===== src/csr_pkg.sv =====
package csr_pkg;

    // widths
    localparam int csr_num_w  = 14;
    localparam int ecode_w    = 6;
    localparam int esubcode_w = 9;
    localparam int int_w      = 13;
    localparam int hw_int_w   = 8;

    typedef enum logic [csr_num_w-1:0] {
        CSR_CRMD   = 14'h000,
        CSR_PRMD   = 14'h001,
        CSR_ECFG   = 14'h004,
        CSR_ESTAT  = 14'h005,
        CSR_ERA    = 14'h006,
        CSR_BADV   = 14'h007,
        CSR_EENTRY = 14'h00c,
        CSR_SAVE0  = 14'h030,
        CSR_SAVE1  = 14'h031,
        CSR_SAVE2  = 14'h032,
        CSR_SAVE3  = 14'h033,
        CSR_TID    = 14'h040,
        CSR_TCFG   = 14'h041,
        CSR_TVAL   = 14'h042,
        CSR_TICLR  = 14'h044
    } csr_num_e;

    typedef enum logic [ecode_w-1:0] {
        ECODE_INT = 6'h00,
        ECODE_ADE = 6'h08,
        ECODE_ALE = 6'h09,
        ECODE_SYS = 6'h0b,
        ECODE_BRK = 6'h0c,
        ECODE_INE = 6'h0d
    } ecode_e;

    // bit 10 of LIE is reserved
    localparam logic [int_w-1:0] ecfg_lie_mask = 13'h1bff;

    localparam int timer_int_bit = 11;
    localparam int ipi_int_bit   = 12;

    localparam logic [31:0] core_id = 32'h0;

    // **************************************************
    // field positions
    // **************************************************
    localparam int crmd_plv_lo = 0;   // 2 bits
    localparam int crmd_ie_bit = 2;
    localparam int crmd_da_bit = 3;

    localparam int prmd_pplv_lo = 0;  // 2 bits
    localparam int prmd_pie_bit = 2;

    localparam int estat_ecode_lo    = 16;
    localparam int estat_esubcode_lo = 22;

    localparam int tcfg_en_bit       = 0;
    localparam int tcfg_periodic_bit = 1;
    localparam int tcfg_initval_lo   = 2;

    localparam int ticlr_clr_bit = 0;

    localparam int eentry_va_lo = 6;

    // new bits under mask, old bits elsewhere
    function automatic logic [31:0] masked_update(
        input logic [31:0] old_val,
        input logic [31:0] new_val,
        input logic [31:0] mask
    );
        return (new_val & mask) | (old_val & ~mask);
    endfunction

endpackage

===== src/csr_file.sv =====
`timescale 1ns/10ps
module csr_file (
    input  logic                            clk,
    input  logic                            reset,
    input  logic [csr_pkg::csr_num_w-1:0]   csr_num,
    input  logic                            csr_we,
    input  logic [31:0]                     csr_wmask,
    input  logic [31:0]                     csr_wvalue,
    input  logic                            wb_ex,
    input  logic                            ertn_flush,
    input  logic                            ipi_int_in,
    input  logic [csr_pkg::hw_int_w-1:0]    hw_int_in,
    input  logic [31:0]                     wb_pc,
    input  logic [csr_pkg::ecode_w-1:0]     wb_ecode,
    input  logic [csr_pkg::esubcode_w-1:0]  wb_esubcode,
    input  logic [31:0]                     wb_vaddr,
    input  logic                            current_exc_fetch,
    output logic [31:0]                     csr_rvalue,
    output logic                            has_int,
    output logic [31:0]                     ex_entry,
    output logic [31:0]                     ertn_entry,
    output logic [1:0]                      csr_crmd_plv,
    output logic                            csr_direct_addr
);

    logic [31:0] exc_rdata;
    logic [31:0] timer_rdata;
    logic [31:0] save_rdata;
    logic        timer_int;

    // **************************************************
    // register banks
    // **************************************************
    csr_exc_regs u_exc_regs (
        .clk               (clk),
        .reset             (reset),
        .csr_num           (csr_num),
        .csr_we            (csr_we),
        .csr_wmask         (csr_wmask),
        .csr_wvalue        (csr_wvalue),
        .wb_ex             (wb_ex),
        .ertn_flush        (ertn_flush),
        .wb_ecode          (wb_ecode),
        .wb_esubcode       (wb_esubcode),
        .wb_pc             (wb_pc),
        .wb_vaddr          (wb_vaddr),
        .current_exc_fetch (current_exc_fetch),
        .hw_int_in         (hw_int_in),
        .ipi_int_in        (ipi_int_in),
        .timer_int         (timer_int),
        .rdata             (exc_rdata),
        .has_int           (has_int),
        .ex_entry          (ex_entry),
        .ertn_entry        (ertn_entry),
        .crmd_plv          (csr_crmd_plv),
        .crmd_da           (csr_direct_addr)
    );

    csr_timer u_timer (
        .clk        (clk),
        .reset      (reset),
        .csr_num    (csr_num),
        .csr_we     (csr_we),
        .csr_wmask  (csr_wmask),
        .csr_wvalue (csr_wvalue),
        .rdata      (timer_rdata),
        .timer_int  (timer_int)
    );

    csr_save_regs u_save_regs (
        .clk        (clk),
        .csr_num    (csr_num),
        .csr_we     (csr_we),
        .csr_wmask  (csr_wmask),
        .csr_wvalue (csr_wvalue),
        .rdata      (save_rdata)
    );

    // each bank returns zero for numbers it does not own
    assign csr_rvalue = exc_rdata | timer_rdata | save_rdata;

endmodule


===== src/csr_save_regs.sv =====
`timescale 1ns/10ps
module csr_save_regs (
    input  logic                            clk,
    input  logic [csr_pkg::csr_num_w-1:0]   csr_num,
    input  logic                            csr_we,
    input  logic [31:0]                     csr_wmask,
    input  logic [31:0]                     csr_wvalue,
    output logic [31:0]                     rdata
);
    import csr_pkg::*;

    localparam logic [csr_num_w-1:0] save_base = CSR_SAVE0;

    logic [31:0] save_q [4];
    logic        hit;
    logic [1:0]  idx;

    // SAVE0..SAVE3 sit on one aligned group of four
    assign hit = csr_num[csr_num_w-1:2] == save_base[csr_num_w-1:2];
    assign idx = csr_num[1:0];

    always_ff @(posedge clk) begin
        if (csr_we && hit)
            save_q[idx] <= masked_update(save_q[idx], csr_wvalue, csr_wmask);
    end

    assign rdata = hit ? save_q[idx] : 32'b0;

endmodule


===== src/csr_timer.sv =====
`timescale 1ns/10ps
module csr_timer (
    input  logic                            clk,
    input  logic                            reset,
    input  logic [csr_pkg::csr_num_w-1:0]   csr_num,
    input  logic                            csr_we,
    input  logic [31:0]                     csr_wmask,
    input  logic [31:0]                     csr_wvalue,
    output logic [31:0]                     rdata,
    output logic                            timer_int
);
    import csr_pkg::*;

    logic [31:0]                tid_q;
    logic                       en_q;
    logic                       periodic_q;
    logic [31-tcfg_initval_lo:0] initval_q;
    logic [31:0]                cnt_q;
    logic                       flag_q;

    logic [31:0]                tcfg_rd;
    logic [31:0]                tcfg_new;
    logic [31:0]                tid_new;
    logic                       wr_tcfg;
    logic                       ticlr_hit;

    always_comb begin
        tcfg_rd = '0;
        tcfg_rd[tcfg_en_bit] = en_q;
        tcfg_rd[tcfg_periodic_bit] = periodic_q;
        tcfg_rd[31:tcfg_initval_lo] = initval_q;
    end

    assign tcfg_new = masked_update(tcfg_rd, csr_wvalue, csr_wmask);
    assign tid_new  = masked_update(tid_q, csr_wvalue, csr_wmask);
    assign wr_tcfg  = csr_we && csr_num == CSR_TCFG;

    // clear needs bit 0 both written and set
    assign ticlr_hit = csr_we && csr_num == CSR_TICLR
                       && csr_wmask[ticlr_clr_bit] && csr_wvalue[ticlr_clr_bit];

    always_ff @(posedge clk) begin
        if (reset)
            tid_q <= core_id;
        else if (csr_we && csr_num == CSR_TID)
            tid_q <= tid_new;
    end

    always_ff @(posedge clk) begin
        if (reset) begin
            en_q       <= 1'b0;
            periodic_q <= 1'b0;
            initval_q  <= '0;
        end else if (wr_tcfg) begin
            en_q       <= tcfg_new[tcfg_en_bit];
            periodic_q <= tcfg_new[tcfg_periodic_bit];
            initval_q  <= tcfg_new[31:tcfg_initval_lo];
        end
    end

    // **************************************************
    // countdown
    // **************************************************
    always_ff @(posedge clk) begin
        if (reset) begin
            cnt_q <= '1;
        end else if (wr_tcfg && tcfg_new[tcfg_en_bit]) begin
            cnt_q <= {tcfg_new[31:tcfg_initval_lo], 2'b0};
        end else if (en_q && cnt_q != '1) begin
            if (cnt_q == '0 && periodic_q)
                cnt_q <= {initval_q, 2'b0};  // reload
            else
                cnt_q <= cnt_q - 32'd1;      // one-shot falls to all-ones
        end
    end

    always_ff @(posedge clk) begin
        if (reset)
            flag_q <= 1'b0;
        else if (cnt_q == '0)
            flag_q <= 1'b1;  // set beats clear
        else if (ticlr_hit)
            flag_q <= 1'b0;
    end

    assign timer_int = flag_q;

    always_comb begin
        case (csr_num)
            CSR_TID:   rdata = tid_q;
            CSR_TCFG:  rdata = tcfg_rd;
            CSR_TVAL:  rdata = cnt_q;
            default:   rdata = 32'b0;  // TICLR reads zero too
        endcase
    end

endmodule


===== src/csr_exc_regs.sv =====
`timescale 1ns/10ps
module csr_exc_regs (
    input  logic                            clk,
    input  logic                            reset,
    input  logic [csr_pkg::csr_num_w-1:0]   csr_num,
    input  logic                            csr_we,
    input  logic [31:0]                     csr_wmask,
    input  logic [31:0]                     csr_wvalue,
    input  logic                            wb_ex,
    input  logic                            ertn_flush,
    input  logic [csr_pkg::ecode_w-1:0]     wb_ecode,
    input  logic [csr_pkg::esubcode_w-1:0]  wb_esubcode,
    input  logic [31:0]                     wb_pc,
    input  logic [31:0]                     wb_vaddr,
    input  logic                            current_exc_fetch,
    input  logic [csr_pkg::hw_int_w-1:0]    hw_int_in,
    input  logic                            ipi_int_in,
    input  logic                            timer_int,
    output logic [31:0]                     rdata,
    output logic                            has_int,
    output logic [31:0]                     ex_entry,
    output logic [31:0]                     ertn_entry,
    output logic [1:0]                      crmd_plv,
    output logic                            crmd_da
);
    import csr_pkg::*;

    logic [1:0]                 plv_q;
    logic                       ie_q;
    logic                       da_q;
    logic [1:0]                 pplv_q;
    logic                       pie_q;
    logic [int_w-1:0]           lie_q;
    logic [1:0]                 sw_is_q;
    logic [hw_int_w-1:0]        hw_is_q;
    logic                       ipi_is_q;
    logic [ecode_w-1:0]         ecode_q;
    logic [esubcode_w-1:0]      esubcode_q;
    logic [31:0]                era_q;
    logic [31:0]                badv_q;
    logic [31-eentry_va_lo:0]   eentry_va_q;

    logic [int_w-1:0]           estat_is;
    logic [31:0]                crmd_rd, prmd_rd, ecfg_rd, estat_rd, eentry_rd;
    logic [31:0]                crmd_new, prmd_new, ecfg_new, estat_new;
    logic [31:0]                era_new, badv_new, eentry_new;
    logic                       addr_err;

    // **************************************************
    // read layouts, reserved bits zero
    // **************************************************
    always_comb begin
        estat_is = '0;
        estat_is[1:0] = sw_is_q;
        estat_is[hw_int_w+1:2] = hw_is_q;
        estat_is[timer_int_bit] = timer_int;
        estat_is[ipi_int_bit] = ipi_is_q;

        crmd_rd = '0;
        crmd_rd[crmd_plv_lo +: 2] = plv_q;
        crmd_rd[crmd_ie_bit] = ie_q;
        crmd_rd[crmd_da_bit] = da_q;

        prmd_rd = '0;
        prmd_rd[prmd_pplv_lo +: 2] = pplv_q;
        prmd_rd[prmd_pie_bit] = pie_q;

        ecfg_rd = '0;
        ecfg_rd[int_w-1:0] = lie_q;

        estat_rd = '0;
        estat_rd[int_w-1:0] = estat_is;
        estat_rd[estat_ecode_lo +: ecode_w] = ecode_q;
        estat_rd[estat_esubcode_lo +: esubcode_w] = esubcode_q;

        eentry_rd = '0;
        eentry_rd[31:eentry_va_lo] = eentry_va_q;
    end

    assign crmd_new   = masked_update(crmd_rd, csr_wvalue, csr_wmask);
    assign prmd_new   = masked_update(prmd_rd, csr_wvalue, csr_wmask);
    assign ecfg_new   = masked_update(ecfg_rd, csr_wvalue, csr_wmask);
    assign estat_new  = masked_update(estat_rd, csr_wvalue, csr_wmask);
    assign era_new    = masked_update(era_q, csr_wvalue, csr_wmask);
    assign badv_new   = masked_update(badv_q, csr_wvalue, csr_wmask);
    assign eentry_new = masked_update(eentry_rd, csr_wvalue, csr_wmask);

    assign addr_err = (wb_ecode == ECODE_ADE) || (wb_ecode == ECODE_ALE);

    // **************************************************
    // CRMD / PRMD
    // **************************************************
    always_ff @(posedge clk) begin
        if (reset) begin
            plv_q <= 2'b0;
            ie_q  <= 1'b0;
            da_q  <= 1'b1;
        end else begin
            if (wb_ex) begin
                plv_q <= 2'b0;
                ie_q  <= 1'b0;
            end else if (ertn_flush) begin
                plv_q <= pplv_q;  // back to the interrupted level
                ie_q  <= pie_q;
            end else if (csr_we && csr_num == CSR_CRMD) begin
                plv_q <= crmd_new[crmd_plv_lo +: 2];
                ie_q  <= crmd_new[crmd_ie_bit];
            end
            if (csr_we && csr_num == CSR_CRMD)
                da_q <= crmd_new[crmd_da_bit];
        end
    end

    always_ff @(posedge clk) begin
        if (reset) begin
            pplv_q <= 2'b0;
            pie_q  <= 1'b0;
        end else if (wb_ex) begin
            pplv_q <= plv_q;
            pie_q  <= ie_q;
        end else if (csr_we && csr_num == CSR_PRMD) begin
            pplv_q <= prmd_new[prmd_pplv_lo +: 2];
            pie_q  <= prmd_new[prmd_pie_bit];
        end
    end

    // ECFG and the IS bits
    always_ff @(posedge clk) begin
        if (reset) begin
            lie_q    <= '0;
            sw_is_q  <= 2'b0;
            hw_is_q  <= '0;
            ipi_is_q <= 1'b0;
        end else begin
            if (csr_we && csr_num == CSR_ECFG)
                lie_q <= ecfg_new[int_w-1:0] & ecfg_lie_mask;
            if (csr_we && csr_num == CSR_ESTAT)
                sw_is_q <= estat_new[1:0];  // only software bits writable
            hw_is_q  <= hw_int_in;
            ipi_is_q <= ipi_int_in;
        end
    end

    // **************************************************
    // exception capture
    // **************************************************
    always_ff @(posedge clk) begin
        if (wb_ex) begin
            ecode_q    <= wb_ecode;
            esubcode_q <= wb_esubcode;
            era_q      <= wb_pc;
        end else if (csr_we && csr_num == CSR_ERA) begin
            era_q <= era_new;
        end
    end

    always_ff @(posedge clk) begin
        if (wb_ex) begin
            if (addr_err)
                badv_q <= current_exc_fetch ? wb_pc : wb_vaddr;
        end else if (csr_we && csr_num == CSR_BADV) begin
            badv_q <= badv_new;
        end
    end

    always_ff @(posedge clk) begin
        if (csr_we && csr_num == CSR_EENTRY)
            eentry_va_q <= eentry_new[31:eentry_va_lo];
    end

    assign has_int    = (|(estat_is & lie_q)) && ie_q;
    assign ex_entry   = eentry_rd;
    assign ertn_entry = era_q;
    assign crmd_plv   = plv_q;
    assign crmd_da    = da_q;

    always_comb begin
        case (csr_num)
            CSR_CRMD:   rdata = crmd_rd;
            CSR_PRMD:   rdata = prmd_rd;
            CSR_ECFG:   rdata = ecfg_rd;
            CSR_ESTAT:  rdata = estat_rd;
            CSR_ERA:    rdata = era_q;
            CSR_BADV:   rdata = badv_q;
            CSR_EENTRY: rdata = eentry_rd;
            default:    rdata = 32'b0;  // not ours
        endcase
    end

endmodule


===== config.mk =====
export PLATFORM = sky130hd
export DESIGN_NAME = csr_file
export DESIGN_NICKNAME = d
export VERILOG_FILES = /design/src/csr_pkg.sv /design/src/csr_file.sv /design/src/csr_save_regs.sv /design/src/csr_timer.sv /design/src/csr_exc_regs.sv
export SDC_FILE = /design/constraint.sdc
export NUM_CORES = 1
export LEC_CHECK = 0
export ABC_AREA = 1
export BUFFER_PORTS_ARGS = -buffer_cell sky130_fd_sc_hd__buf_2
export CAP_MARGIN = 15
export CELL_PAD_IN_SITES_DETAIL_PLACEMENT = 1
export CELL_PAD_IN_SITES_GLOBAL_PLACEMENT = 1
export CORE_ASPECT_RATIO = 1.4
export CORE_MARGIN = 2
export CORE_UTILIZATION = 38
export CTS_CLUSTER_SIZE = 20
export DETAILED_ROUTE_END_ITERATION = 10
export PLACE_DENSITY_LB_ADDON = 0.25
export RECOVER_POWER = 100
export SETUP_SLACK_MARGIN = 0.5
export SYNTH_ARGS = -nofsm -noshare
export SYNTH_HDL_FRONTEND = slang
export SYNTH_SLANG_ARGS = --single-unit

===== constraint.sdc =====
create_clock -name clk -period 3.4 [get_ports clk]
set_clock_uncertainty 0.1 [all_clocks]
set_input_delay 0.68 -clock clk [delete_from_list [all_inputs] [get_ports clk]]
set_output_delay 0.68 -clock clk [all_outputs]
set_load 0.005 [all_outputs]

Word-level counts from Yosys, hierarchy flattened

Memories as Yosys holds them, arrays and structs flattened.
Index checks and enable logic that the tools add are counted.
Widths: inputs -> output; s select.

Add/subtract/negate cells: 1
Equality and inequality tests: 15
Mux-type cells: 24
Bitwise operators: 25
Reductions and logical operators: 29

Operators with widths:

| kind                  | number |
|---|---|
| $mux 32               | 10 |
| $or 32x32->32         | 8 |
| $and 32x32->32        | 7 |
| $pmux 32 s7           | 1 |
| $pmux 32 s3           | 1 |
| $eq 14x3->1 const B   | 4 |
| $eq 14x7->1 const B   | 4 |
| $logic_not 32->1      | 1 |
| $ne 32x32->1 const B  | 1 |
| $not 32->32           | 1 |
| $sub 32x1->32 const B | 1 |
| $and 13x13->13        | 2 |
| $logic_and 1x1->1     | 17 |
| $eq 14x1->1 const B   | 1 |
| $eq 14x4->1 const B   | 1 |
| $logic_not 14->1      | 1 |
| $or 13x13->13         | 1 |
| $reduce_or 13->1      | 1 |
| $eq 12x4->1 const B   | 1 |
| $eq 6x4->1 const B    | 2 |
| $reduce_bool 2->1     | 6 |
| $mux 1                | 8 |
| $mux 2                | 4 |
| $and 4x4->4           | 1 |
| 9 further kinds       | 9 |

Flip-flop bits (word level): 232
Bits in writable memories: 128
Input bits: 172
Output and inout port bits: 100
Logic and storage cells: 115
Memories kept: 1

Memory list:

| name               | words | bits a word | read ports | clocked after Yosys merged registers in | write ports | line                | RTL |
|---|---|---|---|---|---|---|---|
| u_save_regs.save_q | 4     | 32          | 1          | 0                                       | 1           | csr_save_regs.sv:14 | `logic [31:0] save_q [4];` |

Logic depth before layout (Yosys ltp)

Gate-level depths: netlist (run 1).

Depth after elaboration: 6
Gate-level depth with buffers: 13
Mapped depth without buffers: 12

Modules after synthesis

From an unflattened synthesis (run 1), not the netlist that was laid out.

Cell total of the unflattened synthesis: 2802
Area total of the unflattened synthesis: 20169.3 um^2

Modules (own cells, without submodules):

| module        | times used | cells each | area an instance (um^2) | sequential area each (um^2) |
|---|---|---|---|---|
| csr_exc_regs  | 1          | 930        | 7359.6                  | 3753.6 |
| csr_timer     | 1          | 1119       | 6521.3                  | 1941.9 |
| csr_save_regs | 1          | 657        | 5928.2                  | 3843.7 |
| csr_file      | 1          | 96         | 360.3                   | 0.0 |

Worst setup path before layout (run 1)

Ideal clock, no wire load.

Path kind: input port to flip-flop
Start point: in csr_num[3] (netlist name)
End point: mem u_save_regs.save_q[0][0] (enable)
Setup time: 0.421 ns
Arrival: 2.945 ns
Required time: 2.879 ns
Setup slack: -0.066 ns
Cell stages on the path: 6
Buffers on the path: 1
Path through: nor2_2 inv_1 nor3_1 buf_2 nand2_1 nor2_1

Longest elaborated chain between the ends: 4

RTL lines:

| item                         | line                | RTL |
|---|---|---|
| from (decl)                  | csr_file.sv:5       | `input logic [csr_pkg::csr_num_w-1:0] csr_num,` |
| $eq 12x4->1                  | csr_save_regs.sv:19 | `assign hit = csr_num[csr_num_w-1:2] == save_base[csr_num_w-1:2];` |
| $logic_and 1x1->1            | csr_save_regs.sv:23 | `if (csr_we && hit)` |
| $mux 1                       | csr_save_regs.sv:23 |  |
| $mux 1 (not written as such) | csr_save_regs.sv:24 | `save_q[idx] <= masked_update(save_q[idx], csr_wvalue, csr_wmask);` |
| to (decl)                    | csr_save_regs.sv:14 |  |

No other way between the ends.

Final worst setup path (run 1)

Start point: in csr_num[0] (netlist name)
End point: out csr_rvalue[12]

Longest elaborated chain between the ends: 4
Elaborated cells on any way between the ends: 16
Classes of those cells: eq/ne (9); mux (3); bitwise (2); reduce/logical (1); memory (1)

RTL lines:

| item                                       | line                                 | RTL |
|---|---|---|
| $eq 14x4->1 (tied with other cells)        | csr_exc_regs.sv:178                  | `case (csr_num)` |
| $pmux 32 s7 or $pmux 32 s3 (tied branches) | csr_exc_regs.sv:178, csr_timer.sv:89 |  |
| $or 32x32->32                              | csr_file.sv:80                       | `assign csr_rvalue = exc_rdata \| timer_rdata \| save_rdata;` |
| $or 32x32->32 (*)                          | csr_file.sv:80                       |  |
| to (decl)                                  | csr_file.sv:18                       | `output logic [31:0] csr_rvalue,` |

Mark *: on every way between the ends. The rest lies on a longest branch, timed or not.

==> results.py, run 1 <==
metrics = {
    "outcome": {
        "status": "finished with violations",
        "violations": "max-capacitance violations, max-slew violations",
    },
    "grt": {
        "grt_pass1_vias": 20100,
        "grt_pass1_wl_um": 120000,
        "grt_use_total": 0.315,
        "grt_max_degree": 92,
        "antenna_found_initial": 4,
        "gr-total-overflow": 0,
    },
    "yosys": {
        "synth_edf_count": 233,
        "synthTopCellsByArea": "edfxtp_1, nand2_1, dfxtp_1, a21oi_1, nor2_1",
        "ys_async_sr_fraction": 0,
        "synth_most_common_cell": "nand2_1",
        "postSynthCellCount": 2445,
        "synth_flop_cell": "edfxtp_1",
        "ys_ff_latch": 360,
        "yosysWarnings": 0,
        "syn-cell-area_mm2": 0.0187,
        "synth_top_area_frac": 0.374,
        "syn_avg_cell_area_um2": 7.64,
        "ys_seq_area_frac": 0.511,
        "synth_commonest_cells": "nand2_1, nor2_1, a21oi_1, edfxtp_1, inv_1",
        "yosysTopAreaCell": "edfxtp_1",
        "synth_cell_types": 40,
    },
    "power_and_ir_drop": {
        "power_leakage_nw": 10.3,
        "power_switching_w": 0.00241,
        "combPwrFrac": 0.074,
        "p_total_w": 0.00968,
        "seqPwrFrac": 0.495,
        "p_int_w": 0.00727,
        "swShare": 0.249,
        "p_clk_frac": 0.431,
        "peakVddDrop_uv": 353,
        "p_per_area_mw_per_mm2": 421,
    },
    "timing": {
        "period_share": 0.936,
        "layout_min_cycle_time_ns": 3.18,
        "setup_viol_count_final": 0,
        "relSlewSlack": -0.315,
        "fmax_ghz": 0.314,
        "worst_pin_slew_ns": 1.97,
        "slew_viol_final": 57,
        "hold_viol": 0,
        "rsz0062_at_grt": "true",
        "setup_tns_ns": 0,
    },
    "final_layout": {
        "drive_above_1_share": 0.160,
        "fillers": 6063,
        "postLayoutCoreUtil": 0.472,
        "synthToLayoutAreaGrowth_pct": 23.2,
        "final_nets": 2924,
    },
    "clocking": {
        "clkSinkCount": 360,
        "clock_latency_ns": 0.56,
        "cts_inserted_buffers": 39,
        "ctsHtreeMaxLevel": 2,
        "clk_path_buf_depth": 3,
        "cts_hold_buffers": 0,
        "cts_tree": "done",
        "cts-root-buf": "clkbuf_16",
        "clk_pin_slew_ns": 0.06,
    },
    "worst_setup_path": {
        "critPathMaxStageDelay_ns": 0.24,
        "slowest_stage": "clkbuf_1",
        "cp_data_required_time_ns": 2.62,
        "path_class": "in -> out",
        "crit_fanout": 6,
        "cp-startpoint": "csr_num[0]",
        "reg2reg_from": "u_timer.cnt_q[8]",
        "worst_path_most_repeated_cell": "nand2_1",
        "crit_chain": "clkbuf_1, nor2_1, clkbuf_1, nand3_1, inv_1, nand2_1, inv_4, buf_8, nand2_1, nand2_1, a21oi_1, nand3b_1, buf_2",
        "cp.buffers_inverters": 6,
        "crit_family": "buffers and inverters",
        "cp.arrival_ns": 2.40,
        "crit_path_end_kind": "output pin",
        "start_kind": "primary input",
    },
    "floorplanning": {
        "dieArea_mm2": 0.0510,
        "rows": 96,
        "io_pins": 272,
        "start_util": 0.383,
        "coreArea_mm2": 0.0488,
        "die_y_um": 266,
        "fp.dieW_um": 191,
    },
    "routing": {
        "routed_wl_um": 82400,
        "remaining_drc_errors": 0,
        "drtIter0Drc": 1451,
        "drtPass1Iterations": 5,
        "via_count": 19000,
        "wl_per_cell_um": 24.1,
        "ant_nets": 0,
        "viasPerCell": 5.57,
    },
    "placed_design": {
        "place.gp.congestion": 0.931,
        "io_buffers": 265,
        "dp_hpwl_um": 56000,
    },
    "run": {
        "cap_violations": 2,
    },
    "hold_path": {
        "hold_path_class": "in -> reg",
        "min_from": "wb_esubcode[3]",
    },
}
-- cells in the final DEF, fill, tap and decap left out, drive strengths merged --
master | Yosys | routed
nand3 | 156 | 156
a22oi | 6 | 6
diode | 0 | 4
nor2 | 254 | 254
clkbuf | 61 | 142
o21bai | 1 | 1
clkinv | 1 | 18
xnor2 | 1 | 1
edfxtp | 233 | 233
xor2 | 10 | 10
inv | 225 | 227
ha | 3 | 3
o21ai | 212 | 212
nand2 | 787 | 787
nor3 | 6 | 6
o211ai | 2 | 2
nand3b | 8 | 8
a221oi | 3 | 3
buf | 59 | 281
nor4 | 2 | 2
conb | 1 | 6
nor3b | 3 | 3
nand4 | 50 | 50
dfxtp | 127 | 127
clkinvlp | 0 | 5
a21oi | 233 | 233
bufinv | 0 | 2
o32ai | 1 | 1
-- per-stage QoR --
step                hold slack, ns  instance area [um^2]  instances  setup slack, ns
finish                       0.193                 23000       3420            0.217
global route                 0.181                 23000       3420            0.127
CTS                          0.175                 23000       3409            0.393
detailed placement           0.370                 21000       3300           0.0704
global placement             0.361                 21000       3300            0.121
floorplan                    0.350                 18700       2450            0.417
-- metal layers --
| metal | share of wire | routed length, um | track usage |
|---|---|---|---|
| met2 | 0.50 | 41400 | 0.548 |
| met1 | 0.39 | 31900 | 0.382 |
| met3 | 0.056 | 4590 | 0.0360 |
| met5 | 0 | 0 | 0 |
| met4 | 0.054 | 4450 | 0.164 |
-- logic make-up after synthesis --
family / Yosys count / share of synthesized area
and+or+nand+nor: 1266 / 0.282
AOI/OAI and AO/OA: 458 / 0.125
DFF: 360 / 0.511
buffers and inverters: 346 / 0.0757
xor gates and xnor gates: 11 / 0.00516
adders and majority gates: 3 / 0.00201
other: 1 / 0.000201
-- final timing paths --
kind | cells past startpoint | slack, ns | endpoint
setup / recovery | 13 | 0.22 | csr_rvalue[12]
hold / removal | 1 | 0.19 | u_exc_regs.esubcode_q[3]
setup reg to reg | 11 | 0.52 | u_timer.cnt_q[13]
hold reg to reg | 2 | 0.38 | flip-flop
-- area by class of cell --
cell class / count / area (um^2) / share of cell area
sequential: 360 / 9540 / 0.414
multi-input combinational: 1744 / 8020 / 0.348
timing repair buffer: 378 / 2560 / 0.111
clock buffer: 45 / 1020 / 0.0442
inverter: 226 / 875 / 0.0380
tap: 637 / 797 / 0.0346
clock inverter: 26 / 195 / 0.00848
antenna: 4 / 10.0 / 0.000435
-- what timing repair did --
item	in CTS	in global routing
pin swaps	31	20
setup buffers	30	4
gates cloned	8	3
setup endpoints to repair	32	32
gates resized for setup	98	55
-- power groups by stage --
stage | logic [W] | clock network, W | registers [W]
6_report | 0.000717 | 0.00417 | 0.00479
4_1_cts | 0.000721 | 0.00422 | 0.00478
3_5_place_dp | 0.000692 | 0 | 0.00488
5_1_grt | 0.000779 | 0.00438 | 0.00479
2_1_floorplan | 0.000328 | 0 | 0.00487
3_3_place_gp | 0.000665 | 0 | 0.00488
Power figures use the tool's default switching activity.
==> run 2, diff against run 1 <==
Settings changed: SETUP_SLACK_MARGIN 0.5 to 0.02.
==> run 2 against run 1 <==
Compared with the run above:
- the flow still finishes with violations (max-capacitance violations, max-slew violations)
- final cell count fell by 1.3%
- critical path depth fell by 5
- total power rose by 3.3%
- highest routed layer is now met5
- worst hold slack got worse by 0.0083 ns
- die area did not move
- wire length fell by 6.8%
- global-route usage fell by 1.5 points
- utilization fell by 2.0 points
- sequential power barely moved
- non-clock buffer count fell by 49
- clock-buffer cell count rose by 4
==> results.py, run 2 (synthesis gave the netlist of run 1 again) <==
metrics = {
    "run": {
        "cap_violations": 3,
    },
    "worst_setup_path": {
        "slowest_stage": "clkbuf_2",
        "crit_chain": "buf_2, nor2_1, nand3_4, nor3_1, buf_4, nand2_1, nor2_2, clkbuf_2",
        "critPathMaxStageDelay_ns": 1.04,
        "crit_fanout": 31,
        "cp.arrival_ns": 3.34,
        "cp_data_required_time_ns": 3.45,
        "crit_path_end_kind": "flip-flop",
        "rrSetupSlack_ns": 0.41,
        "start_kind": "primary input",
        "r2r_cells": 11,
        "reg2reg_from": "u_timer.cnt_q[18]",
        "path_class": "in -> reg",
        "reg2reg_to": "u_timer.cnt_q[15]",
    },
    "placed_design": {
        "place.gp.congestion": 0.943,
        "dp_hpwl_um": 55900,
        "io_buffers": 265,
        "dp_slack_ns": 0.0936,
    },
    "final_layout": {
        "postLayoutCoreUtil": 0.452,
        "mostFrequentLayoutCell": "nand2_1",
        "drive_above_1_share": 0.121,
        "final_nets": 2876,
        "synthToLayoutAreaGrowth_pct": 17.9,
        "final_cell_mix": "nand2_1, nor2_1, a21oi_1, edfxtp_1, inv_1",
    },
    "power_and_ir_drop": {
        "swShare": 0.245,
        "seqPwrFrac": 0.479,
        "p_per_area_mw_per_mm2": 454,
        "p_total_w": 0.00999,
        "power_leakage_nw": 9.77,
        "peakVddDrop_uv": 485,
        "combPwrFrac": 0.068,
        "power_switching_w": 0.00245,
        "p_int_w": 0.00755,
        "p_clk_frac": 0.454,
    },
    "timing": {
        "setup_viol_count_final": 0,
        "layout_min_cycle_time_ns": 3.29,
        "rsz0062_at_grt": "false",
        "slew_viol_final": 110,
        "worst_pin_slew_ns": 1.71,
        "period_share": 0.968,
        "fmax_ghz": 0.304,
        "hold_slack_ns": 0.185,
        "fin_ws_ns": 0.109,
        "hold_viol": 0,
        "relSlewSlack": -0.142,
    },
    "grt": {
        "grt_max_degree": 87,
        "use_met2": 0.534,
        "use_met1": 0.362,
        "grt_pass1_vias": 19700,
        "gr-total-overflow": 0,
        "antenna_found_initial": 6,
        "use_met3": 0.0374,
        "grt_use_total": 0.300,
        "grt_pass1_wl_um": 115000,
        "busiest_layer": "met2",
    },
    "routing": {
        "ant_nets": 0,
        "remaining_drc_errors": 0,
        "drtPass1Iterations": 5,
        "drtIter0Drc": 1265,
        "wl_per_cell_um": 22.7,
        "via_count": 18600,
        "routed_wl_um": 76800,
        "viasPerCell": 5.51,
    },
    "clocking": {
        "post-cts-setup-buffer-count": 0,
        "clkSinkCount": 360,
        "clk_pin_slew_ns": 0.06,
        "ctsHtreeMaxLevel": 2,
        "clock_latency_ns": 0.57,
        "cts_inserted_buffers": 40,
        "cts-root-buf": "clkbuf_16",
        "cts_tree": "done",
        "clk_path_buf_depth": 3,
    },
    "floorplanning": {
        "rows": 96,
        "die_y_um": 266,
        "dieArea_mm2": 0.0510,
        "coreArea_mm2": 0.0488,
        "start_util": 0.383,
        "io_pins": 272,
        "fp.dieW_um": 191,
    },
    "outcome": {
        "status": "finished with violations",
        "violations": "max-capacitance violations, max-slew violations",
    },
    "hold_path": {
        "min_from": "wb_esubcode[8]",
        "min_to": "u_exc_regs.esubcode_q[8]",
        "min_path_cells": 1,
        "hold_path_class": "in -> reg",
    },
}
[run 2: cell count changes in the layout (fill, tap and decap cells not counted), sizes merged]
cell / previous run / this run
clkinv: 18 / 17
clkbuf: 142 / 154
clkinvlp: 5 / 3
diode: 4 / 5
buf: 281 / 224
inv: 227 / 226
bufinv: 2 / 5
[run 2: how the worst max path moves through the flow]
| stage | from | end | slack [ns] |
|---|---|---|---|
| 2_1_floorplan | csr_num[3] | u_save_regs.save_q[0][0] | -0.07 |
| 3_3_place_gp | csr_num[13] | csr_rvalue[8] | 0.20 |
| 3_5_place_dp | csr_num[13] | csr_rvalue[11] | 0.09 |
| 4_1_cts | csr_num[13] | csr_rvalue[11] | 0.1 |
| 5_1_grt | csr_num[13] | csr_rvalue[25] | 0.02 |
| 6_report | csr_num[13] | u_save_regs.save_q[2][15] | 0.11 |
[run 2: cell type report]
type / count / area (um^2)
Multi-Input combinational cell: 1744 / 7730
Inverter: 226 / 851
Antenna cell: 5 / 12.5
Timing Repair Buffer: 329 / 1750
Sequential cell: 360 / 9540
Clock buffer: 49 / 1040
Clock inverter: 25 / 304
Fill cell: 6210 / 26700
Tap cell: 637 / 797
[run 2: power groups by stage]
stage / Clock [W] / Combinational [W] / Sequential [W]
global placement: 0 / 0.000658 / 0.00488
detailed placement: 0 / 0.000686 / 0.00488
global route: 0.00475 / 0.000743 / 0.00479
CTS: 0.00459 / 0.000689 / 0.00478
finish: 0.00453 / 0.000676 / 0.00479
floorplan: 0 / 0.000328 / 0.00487
[run 2: layer usage]
layer / vias to the layer above / wire length (um)
li1: 8580 / -
met1: 9180 / 30100
met2: 651 / 39100
met3: 182 / 4430
met4: 2 / 3130
met5: - / 13
[run 2: worst max-delay path, delay by kind of cell]
kind          cells  cell delay, ns
buf+inv           3            1.49
simple gates      5            1.14
[run 2: metrics by stage]
step	area [um^2]	setup TNS, ns	instances
2_1_floorplan	18700	-8.44	2450
3_3_place_gp	20900	0	3296
3_5_place_dp	20900	0	3296
4_1_cts	22300	0	3370
5_1_grt	22000	0	3375
6_report	22000	0	3375
[run 2: repair_timing]
action / CTS / global route
hold buffers: 0 / 0
setup endpoints to repair: 0 / 19
gates resized for setup: 0 / 3
